## config.mk

```make
export PLATFORM = sky130hd
export DESIGN_NAME = ntm_input_gate_vector
export DESIGN_NICKNAME = d
export VERILOG_FILES = /design/src/ntm_gate_pkg.sv /design/src/ntm_gate_lane.sv /design/src/ntm_gate_logistic.sv /design/src/ntm_gate_sequencer.sv /design/src/ntm_input_gate_vector.sv
export VERILOG_INCLUDE_DIRS = /design/src
export SDC_FILE = /design/constraint.sdc
export NUM_CORES = 2
export LEC_CHECK = 0
export ABC_AREA = 1
export ABC_CLOCK_PERIOD_IN_PS = 11700
export BUFFER_PORTS_ARGS = -buffer_cell sky130_fd_sc_hd__buf_2
export CAP_MARGIN = 20
export CELL_PAD_IN_SITES_DETAIL_PLACEMENT = 0
export CELL_PAD_IN_SITES_GLOBAL_PLACEMENT = 2
export CORE_MARGIN = 3
export CORE_UTILIZATION = 45
export CTS_BUF_LIST = sky130_fd_sc_hd__clkbuf_8
export DETAILED_ROUTE_END_ITERATION = 8
export PLACE_DENSITY = 0.94
export SKIP_LAST_GASP = 1
export SLEW_MARGIN = 20
export SYNTH_ARGS = -nofsm -noshare
export SYNTH_HDL_FRONTEND = slang
export SYNTH_SLANG_ARGS = --single-unit
```

## constraint.sdc

```tcl
create_clock -name CLK -period 11.7 [get_ports CLK]
set_input_delay 1.755 -clock CLK [delete_from_list [all_inputs] [get_ports CLK]]
set_output_delay 1.755 -clock CLK [all_outputs]
set_load 0.05 [all_outputs]
```

## src/ntm_gate_config.svh

```systemverilog
// Build-time sizing only; needs at least 2 lanes, and ACC_W must hold 255 full-scale products
`ifndef NTM_GATE_CONFIG_SVH
`define NTM_GATE_CONFIG_SVH

////////////////////////////////////////////////////////////
// Datapath widths
////////////////////////////////////////////////////////////

// Signed word, Q8.8 with the fraction below
`define NTM_DATA_W 16
`define NTM_FRAC_W 8    // Fraction bits of every word

// Accumulator width
// 255 products of 2^30 plus a scaled bias stay below 2^39
`define NTM_ACC_W 40

////////////////////////////////////////////////////////////
// Structure
////////////////////////////////////////////////////////////

`define NTM_LANES 4     // Gate elements per run, one lane each
`define NTM_SIZE_W 8    // Term count per run, 1 to 255

`endif

```

## src/ntm_gate_pkg.sv

```systemverilog
// Types shared by the gate vector blocks; all widths follow ntm_gate_config.svh
`include "ntm_gate_config.svh"

package ntm_gate_pkg;

  ////////////////////////////////////////////////////////////
  // Scalar types
  ////////////////////////////////////////////////////////////

  // Signed fixed point word
  typedef logic signed [`NTM_DATA_W-1:0] data_t;

  typedef logic signed [`NTM_ACC_W-1:0] acc_t;   // Lane accumulator
  typedef logic [`NTM_SIZE_W-1:0] size_t;        // Terms in one run

  // Lane number, log2 of the lane count
  typedef logic [$clog2(`NTM_LANES)-1:0] lane_idx_t;

  // One word per lane
  // Weight column, bias set or lane sums
  typedef data_t [`NTM_LANES-1:0] data_vec_t;

  ////////////////////////////////////////////////////////////
  // Grouped signals
  ////////////////////////////////////////////////////////////

  // One dot product beat
  typedef struct packed {
    data_t     value;    // x, r or h element
    data_vec_t weights;  // Matching weight of every lane
  } term_beat_t;

  // Broadcast to every lane
  typedef struct packed {
    logic clear;       // Preload bias
    logic accumulate;  // Add value * weight
    logic finish;      // Rescale, saturate, hold
  } lane_ctrl_t;

  ////////////////////////////////////////////////////////////
  // FSM states
  ////////////////////////////////////////////////////////////

  typedef enum logic {
    SEQ_IDLE  = 1'b0,  // Waiting for START
    SEQ_ACCUM = 1'b1   // Taking term beats
  } seq_state_t;

  typedef enum logic {
    DRAIN_IDLE = 1'b0,
    DRAIN_EMIT = 1'b1  // One gate element per cycle
  } drain_state_t;

endpackage

```

## src/ntm_gate_lane.sv

```systemverilog
// One gate element; expects clear and accumulate never together, sum saturates to the Q8.8 range
`timescale 1ns/1ps
`include "ntm_gate_config.svh"

module ntm_gate_lane (
  input  logic                     CLK,
  input  logic                     RST,
  input  ntm_gate_pkg::lane_ctrl_t lane_ctrl,
  input  ntm_gate_pkg::data_t      term_value,
  input  ntm_gate_pkg::data_t      weight,
  input  ntm_gate_pkg::data_t      bias,
  output ntm_gate_pkg::data_t      sum
);

  import ntm_gate_pkg::*;

  // Saturation bounds of a data word, held in accumulator width
  localparam acc_t SUM_MAX = (acc_t'(1) <<< (`NTM_DATA_W - 1)) - acc_t'(1);
  localparam acc_t SUM_MIN = ~SUM_MAX;

  logic signed [2*`NTM_DATA_W-1:0] product;  // Full Q16.16 product
  acc_t acc_q;
  acc_t bias_scaled;
  acc_t rescaled;
  data_t sum_sat;

  ////////////////////////////////////////////////////////////
  // Arithmetic
  ////////////////////////////////////////////////////////////

  assign product     = term_value * weight;
  assign bias_scaled = acc_t'(bias) <<< `NTM_FRAC_W;  // Align bias to product scale
  assign rescaled    = acc_q >>> `NTM_FRAC_W;         // Back to Q8.8, floor

  always_comb begin
    if (rescaled > SUM_MAX) begin
      sum_sat = data_t'(SUM_MAX);
    end else if (rescaled < SUM_MIN) begin
      sum_sat = data_t'(SUM_MIN);
    end else begin
      sum_sat = data_t'(rescaled);
    end
  end

  // Accumulator, restarted by clear on every run
  always_ff @(posedge CLK) begin
    if (lane_ctrl.clear) begin
      acc_q <= bias_scaled;
    end else if (lane_ctrl.accumulate) begin
      acc_q <= acc_q + acc_t'(product);
    end
  end

  // Final sum, stable until the next finish
  always_ff @(posedge CLK or posedge RST) begin
    if (RST) begin
      sum <= '0;
    end else if (lane_ctrl.finish) begin
      sum <= sum_sat;
    end
  end

endmodule

```

## src/ntm_gate_logistic.sv

```systemverilog
// Hard sigmoid 0.5 + x/4 clamped to 0..1; a finish arriving mid-drain is served after the drain
`timescale 1ns/1ps
`include "ntm_gate_config.svh"

module ntm_gate_logistic (
  input  logic                    CLK,
  input  logic                    RST,
  input  logic                    finish,
  input  ntm_gate_pkg::data_vec_t sums,
  output logic                    I_OUT_ENABLE,
  output ntm_gate_pkg::data_t     I_OUT,
  output ntm_gate_pkg::lane_idx_t I_OUT_INDEX,
  output logic                    READY
);

  import ntm_gate_pkg::*;

  localparam int SLOPE_SHIFT = 2;  // Slope 1/4, sigmoid slope at 0
  localparam logic signed [`NTM_DATA_W:0] GATE_HALF = 1 <<< (`NTM_FRAC_W - 1);
  localparam logic signed [`NTM_DATA_W:0] GATE_ONE  = 1 <<< `NTM_FRAC_W;
  localparam lane_idx_t LAST_IDX = lane_idx_t'(`NTM_LANES - 1);

  drain_state_t state;
  lane_idx_t    idx;      // Lane being emitted
  logic         pending;  // Another finish seen while draining
  data_vec_t    held;     // Copy of this run's sums
  data_vec_t    src;
  data_t        elem;
  logic signed [`NTM_DATA_W:0] gate_raw;
  data_t        gate_val;

  ////////////////////////////////////////////////////////////
  // Element select and hard sigmoid
  ////////////////////////////////////////////////////////////

  // Lane sums settle on the finish edge, so element 0 reads them live
  assign src  = (idx == '0) ? sums : held;
  assign elem = src[idx];

  assign gate_raw = (elem >>> SLOPE_SHIFT) + GATE_HALF;

  always_comb begin
    if (gate_raw[`NTM_DATA_W]) begin
      gate_val = '0;                  // Below zero
    end else if (gate_raw > GATE_ONE) begin
      gate_val = data_t'(GATE_ONE);   // Above one
    end else begin
      gate_val = data_t'(gate_raw);
    end
  end

  // Snapshot taken with element 0, frees the lanes for the next run
  always_ff @(posedge CLK) begin
    if (state == DRAIN_EMIT && idx == '0) begin
      held <= sums;
    end
  end

  ////////////////////////////////////////////////////////////
  // Drain FSM
  ////////////////////////////////////////////////////////////

  always_ff @(posedge CLK or posedge RST) begin
    if (RST) begin
      state        <= DRAIN_IDLE;
      idx          <= '0;
      pending      <= 1'b0;
      I_OUT_ENABLE <= 1'b0;
      I_OUT        <= '0;
      I_OUT_INDEX  <= '0;
      READY        <= 1'b0;
    end else begin
      I_OUT_ENABLE <= 1'b0;
      READY        <= 1'b0;
      case (state)
        DRAIN_IDLE: begin
          if (finish) begin
            state <= DRAIN_EMIT;
            idx   <= '0;
          end
        end

        DRAIN_EMIT: begin
          I_OUT        <= gate_val;
          I_OUT_ENABLE <= 1'b1;
          I_OUT_INDEX  <= idx;
          if (idx == LAST_IDX) begin
            READY   <= 1'b1;        // Rides with the last element
            idx     <= '0;
            pending <= 1'b0;
            if (!(pending || finish)) begin
              state <= DRAIN_IDLE;  // Else restart at once
            end
          end else begin
            idx <= idx + 1'b1;
            if (finish) begin
              pending <= 1'b1;
            end
          end
        end

        default: state <= DRAIN_IDLE;
      endcase
    end
  end

endmodule

```

## src/ntm_gate_sequencer.sv

```systemverilog
// SIZE_IN must be 1 to 255 (0 never finishes); START mid-run and extra term beats are dropped
`timescale 1ns/1ps

module ntm_gate_sequencer (
  input  logic                     CLK,
  input  logic                     RST,
  input  logic                     START,
  input  ntm_gate_pkg::size_t      SIZE_IN,
  input  ntm_gate_pkg::data_vec_t  B_IN,
  input  logic                     TERM_IN_ENABLE,
  input  ntm_gate_pkg::term_beat_t TERM_IN,
  output ntm_gate_pkg::lane_ctrl_t lane_ctrl,
  output ntm_gate_pkg::data_t      term_value,
  output ntm_gate_pkg::data_vec_t  weight_col,
  output ntm_gate_pkg::data_vec_t  bias_col
);

  import ntm_gate_pkg::*;

  seq_state_t state;
  size_t      size_q;     // Term count of this run
  size_t      beat_cnt;   // Beats taken so far
  logic       last_beat;  // Final beat went out, finish follows
  logic       start_ok;
  logic       accept;

  ////////////////////////////////////////////////////////////
  // Qualifiers
  ////////////////////////////////////////////////////////////

  assign start_ok = (state == SEQ_IDLE) && START;

  // Count saturates at size_q, later beats fall on the floor
  assign accept = (state == SEQ_ACCUM) && TERM_IN_ENABLE && (beat_cnt != size_q);

  ////////////////////////////////////////////////////////////
  // Control FSM
  ////////////////////////////////////////////////////////////

  always_ff @(posedge CLK or posedge RST) begin
    if (RST) begin
      state     <= SEQ_IDLE;
      size_q    <= '0;
      beat_cnt  <= '0;
      last_beat <= 1'b0;
      lane_ctrl <= '0;
    end else begin
      // Strobes are single cycle by default
      lane_ctrl.clear      <= 1'b0;
      lane_ctrl.accumulate <= accept;     // Lanes add one edge later
      lane_ctrl.finish     <= last_beat;  // Lanes hold final sum after this
      last_beat            <= accept && (size_t'(beat_cnt + 1'b1) == size_q);

      case (state)
        SEQ_IDLE: begin
          if (start_ok) begin
            state           <= SEQ_ACCUM;
            size_q          <= SIZE_IN;
            beat_cnt        <= '0;
            lane_ctrl.clear <= 1'b1;  // Bias preload on next edge
          end
        end

        SEQ_ACCUM: begin
          if (accept) begin
            beat_cnt <= beat_cnt + 1'b1;
          end
          // Back to IDLE once finish has been seen by the lanes
          if (lane_ctrl.finish) begin
            state <= SEQ_IDLE;
          end
        end

        default: state <= SEQ_IDLE;
      endcase
    end
  end

  ////////////////////////////////////////////////////////////
  // Operand registers
  ////////////////////////////////////////////////////////////

  always_ff @(posedge CLK) begin
    if (start_ok) begin
      bias_col <= B_IN;  // Held for the whole run
    end
    if (accept) begin
      term_value <= TERM_IN.value;
      weight_col <= TERM_IN.weights;
    end
  end

endmodule

```

## src/ntm_input_gate_vector.sv

```systemverilog
// Input gate vector top; one term beat per strobe, no back-pressure, lane count fixed at build time
`timescale 1ns/1ps
`include "ntm_gate_config.svh"

module ntm_input_gate_vector (
  input  logic                     CLK,
  input  logic                     RST,

  // Run control
  input  logic                     START,
  input  ntm_gate_pkg::size_t      SIZE_IN,
  input  ntm_gate_pkg::data_vec_t  B_IN,  // Sampled with START

  // Term stream
  input  logic                     TERM_IN_ENABLE,
  input  ntm_gate_pkg::term_beat_t TERM_IN,

  // Gate elements, lane 0 first
  output logic                     I_OUT_ENABLE,
  output ntm_gate_pkg::data_t      I_OUT,
  output ntm_gate_pkg::lane_idx_t  I_OUT_INDEX,
  output logic                     READY
);

  import ntm_gate_pkg::*;

  lane_ctrl_t lane_ctrl;   // Shared by all lanes
  data_t      term_value;
  data_vec_t  weight_col;
  data_vec_t  bias_col;
  data_vec_t  lane_sums;   // Gathered lane results

  ////////////////////////////////////////////////////////////
  // Sequencer
  ////////////////////////////////////////////////////////////

  ntm_gate_sequencer seq_i (
    .CLK            (CLK),
    .RST            (RST),
    .START          (START),
    .SIZE_IN        (SIZE_IN),
    .B_IN           (B_IN),
    .TERM_IN_ENABLE (TERM_IN_ENABLE),
    .TERM_IN        (TERM_IN),
    .lane_ctrl      (lane_ctrl),
    .term_value     (term_value),
    .weight_col     (weight_col),
    .bias_col       (bias_col)
  );

  // One MAC per gate element, own weight and bias slice
  for (genvar g = 0; g < `NTM_LANES; g++) begin : lane_g
    ntm_gate_lane lane_i (
      .CLK        (CLK),
      .RST        (RST),
      .lane_ctrl  (lane_ctrl),
      .term_value (term_value),
      .weight     (weight_col[g]),
      .bias       (bias_col[g]),
      .sum        (lane_sums[g])
    );
  end

  // Finish doubles as the capture pulse
  ntm_gate_logistic logistic_i (
    .CLK          (CLK),
    .RST          (RST),
    .finish       (lane_ctrl.finish),
    .sums         (lane_sums),
    .I_OUT_ENABLE (I_OUT_ENABLE),
    .I_OUT        (I_OUT),
    .I_OUT_INDEX  (I_OUT_INDEX),
    .READY        (READY)
  );

endmodule

```

==> flow_summary.json <==
{
  "synth_xor_area_share_pct": 0.958,
  "hold_viol": 0,
  "yosys.area_share.adder_pct": 45.8,
  "setup_violations": 0,
  "worstSetupStartpointType": "flop",
  "gp_congestion": 0.902,
  "post_cts_resized": 0,
  "grt_max_degree": 67,
  "routedWlPerCell_um": 18.9,
  "async_flop_share_pct": 21.6,
  "slew_headroom_pct": 29.7,
  "io_pins": 176,
  "numCtsBuffers": 95,
  "clk_pin_slew_ns": 0.06,
  "die_area_um2": 161000,
  "first_global_vias": 57100,
  "synth_compound_area_share_pct": 5.42,
  "fin_nets": 10300,
  "post_cts_buffers": 0,
  "worst_pin_slew_ns": 1.04,
  "fp.coreArea_um2": 155000,
  "synthCells": 8354,
  "postCtsHoldBufs": 0,
  "synth_area_um2": 70400,
  "syn2layout_area_growth_pct": 6.59,
  "r2r_slack_ns": 4.36,
  "crit_path_cell_trace": "nand2_1, inv_1, fa_1, fa_1, inv_1, fa_1, fa_1, inv_1, fa_1, inv_1, fa_1, inv_1, ha_1, nand2_1, nor2_1, inv_1, nor3_1, nand3_1, nand3_1, nand2_1, nand2_1, o21ai_1",
  "rsz0062_at_grt": "false",
  "vias": 52500,
  "drive_gt1_share_pct": 4.77,
  "r2r-start": "seq_i.weight_col[1]",
  "slowest_delay_ns": 0.92,
  "synth_top_family_by_area": "adder cells",
  "grt_overflow": 0,
  "track_usage_pct": 25.3,
  "drc": 0,
  "postRouteAntennaNets": 0,
  "die_w_um": 402,
  "power_density_nw_per_um2": 49.0,
  "leakage_uw": 0.0409,
  "clockBufferDepth": 3,
  "cts_htree_levels": 3,
  "rows": 144,
  "holdPathStages": 0,
  "drt_wl_total_um": 198000,
  "worstPathMaxFanout": 16,
  "synth_seq_area_share_pct": 18.4,
  "cp_data_required_time_ns": 12.26,
  "cp_slowest_cell": "edfxtp_1",
  "peakVddDrop_v": 0.0000950,
  "drt-initial-drc-count": 3104,
  "fin_tns_setup_ns": 0,
  "synth_edf_count": 328,
  "yosys_warnings": 0,
  "critPathKind": "reg2reg",
  "hold_class": "reg2reg",
  "synthMuxAreaShare_pct": 0,
  "period_share_pct": 62.8,
  "grt_pass1_wl_um": 321000,
  "cts-root-buf": "clkbuf_8",
  "min_to": "seq_i.lane_ctrl[0]",
  "insertion_delay_ns": 0.86,
  "ys.flop_type": "edfxtp_1",
  "hpwl_um": 159000,
  "cts_tree": "done",
  "die_h_um": 402,
  "initial_core_util_pct": 45.5,
  "hold_start": "seq_i.last_beat",
  "numClockSinks": 459,
  "synth.distinct_cells": 48,
  "fin_crit_ns": 7.34,
  "timing.rr.end": "lane_g[0].lane_i.acc_q[39]",
  "fillerInstances": 15200,
  "finalMaxSlewViolations": 0,
  "cp-end-kind": "flop",
  "port_buffers": 173,
  "antenna_found_initial": 4,
  "r2r_cells": 22,
  "firstDrtPassIters": 6,
  "status": "complete, no violations",
  "maxCapViolCount": 0,
  "crit_arrival_ns": 7.90,
  "critPathLaunch": "seq_i.weight_col[1]",
  "p_total_uw": 3680,
  "syn_area_per_cell_um2": 8.43,
  "ys_seq_elements": 459,
  "max_freq_mhz": 136,
  "finClkSkew_ns": 0.0875,
  "synthSimpleGateAreaFrac_pct": 14.5,
  "via_per_inst": 5.01
}
-- cell usage after synthesis (7+ instances only) --
cell type  instances  share of area [%]
and3_1             7              0.062
clkbuf_1         257                1.4
nor3_1            29               0.21
a31oi_1           41               0.36
xnor2_1           40               0.50
o31ai_1           10               0.11
nor2_1           411                2.2
o21ai_1           17               0.12
buf_2             12              0.085
xor2_1            37               0.46
o21bai_1          24               0.26
buf_4              7              0.075
nand3_1          175                1.2
a21oi_1          248                1.8
dfrtp_1           99                3.5
o21ai_0          240                1.7
o22ai_1           55               0.49
ha_1             464                8.2
dfxtp_1           32               0.91
a21boi_0           8              0.085
nor4_1            27               0.24
nand2_1         1854                9.9
or2_2              9              0.080
a21o_1            27               0.29
nand4_1           44               0.39
buf_1             31               0.17
fa_1            1320                 38
edfxtp_1         328                 14
inv_1           2449                 13
-- report_power, final --
group	leakage (uW)	switching, uW	total [uW]	internal, uW
Combinational	0.0356	18.8	37.0	18.2
Sequential	0.00419	0	1730	1730
Clock	0.00115	866	1910	1040
-- metrics by stage --
step / cells / instance area [um2] / hold slack [ns] / util [%] / setup WS (ns)
finish: 10500 / 75000 / 0.348 / 48.5 / 4.36
global route: 10500 / 75000 / 0.366 / 48.5 / 3.81
CTS: 10500 / 75000 / 0.347 / 48.5 / 4.35
detailed placement: 10300 / 73000 / 0.338 / 47.2 / 4.38
global placement: 10300 / 73000 / 0.335 / 47.1 / 4.28
floorplan: 8355 / 70400 / 0.331 / - / 5.48
-- flip-flops by register name, summed over array words and instances, names as in the netlist --
signal,count
seq_i.weight_col,64
logistic_i.I_OUT_ENABLE,1
seq_i.beat_cnt,8
logistic_i.held,56
logistic_i.state,1
lane_g.lane_i.acc_q,160
seq_i.state,1
logistic_i.pending,1
seq_i.lane_ctrl,3
seq_i.bias_col,64
logistic_i.I_OUT_INDEX,2
logistic_i.I_OUT,14
logistic_i.idx,2
seq_i.last_beat,1
seq_i.size_q,8
logistic_i.READY,1
lane_g.lane_i.sum,56
seq_i.term_value,16
-- cell type report --
cell class                 instances  area [um2]  share of cell area [%]
antenna                            2        5.00                 0.00667
sequential                       459       13000                    17.3
clock inverter                    70         571                   0.760
tap                             2044        2560                    3.41
inverter                        2456        9230                    12.3
timing repair buffer             222        1250                    1.67
clock buffer                     107        1470                    1.96
multi-input combinational       5127       47000                    62.6
-- layer usage --
layer | up-vias | share of wire, % | GRT usage, %
met2 | 1275 | 48 | 43.0
met3 | 304 | 5.1 | 3.11
met5 | - | 0.0045 | 0
met1 | 26500 | 43 | 34.2
met4 | 2 | 3.1 | 7.33
li1 | 24400 | - | -
-- how the worst max path moves through the flow --
stage / to / cells past startpoint
2_1_floorplan: lane_g[3].lane_i.acc_q[37] / 24
3_3_place_gp: lane_g[0].lane_i.acc_q[39] / 21
3_5_place_dp: lane_g[3].lane_i.acc_q[38] / 22
4_1_cts: lane_g[3].lane_i.acc_q[38] / 22
5_1_grt: lane_g[0].lane_i.acc_q[39] / 22
6_report: lane_g[0].lane_i.acc_q[39] / 22
-- cells by family (layout without fill, tap and decap cells) --
group	after synthesis	after routing
adder cells (fa/ha/maj)	1784	1784
AO/OA/AOI/OAI	690	690
AND/OR/NAND/NOR	2574	2574
XOR/XNOR	77	77
flip-flops	459	459
buffers and inverters	2769	2855
other	1	4
-- critical path, delay by kind of cell, from the launching register on --
family                     cells  cell delay, ns
buffers and inverters          6            0.92
and+or+nand+nor                8            1.27
AOI/OAI and AO/OA              1            0.07
adders and majority gates      7            3.92
DFF                            1            0.92
-- cells in the final DEF, fill, tap and decap left out, types with 32 or more instances in the layout --
master	instances
nand2_1	1854
dfxtp_1	32
buf_4	48
xnor2_1	40
ha_1	463
a31oi_1	41
edfxtp_1	328
a21oi_1	248
o22ai_1	55
clkbuf_8	107
buf_2	173
nand3_1	175
nand4_1	44
inv_1	2477
nor2_1	410
o21ai_0	240
xor2_1	37
dfrtp_1	96
fa_1	1320
No activity file was read; power rests on OpenSTA's default activity.
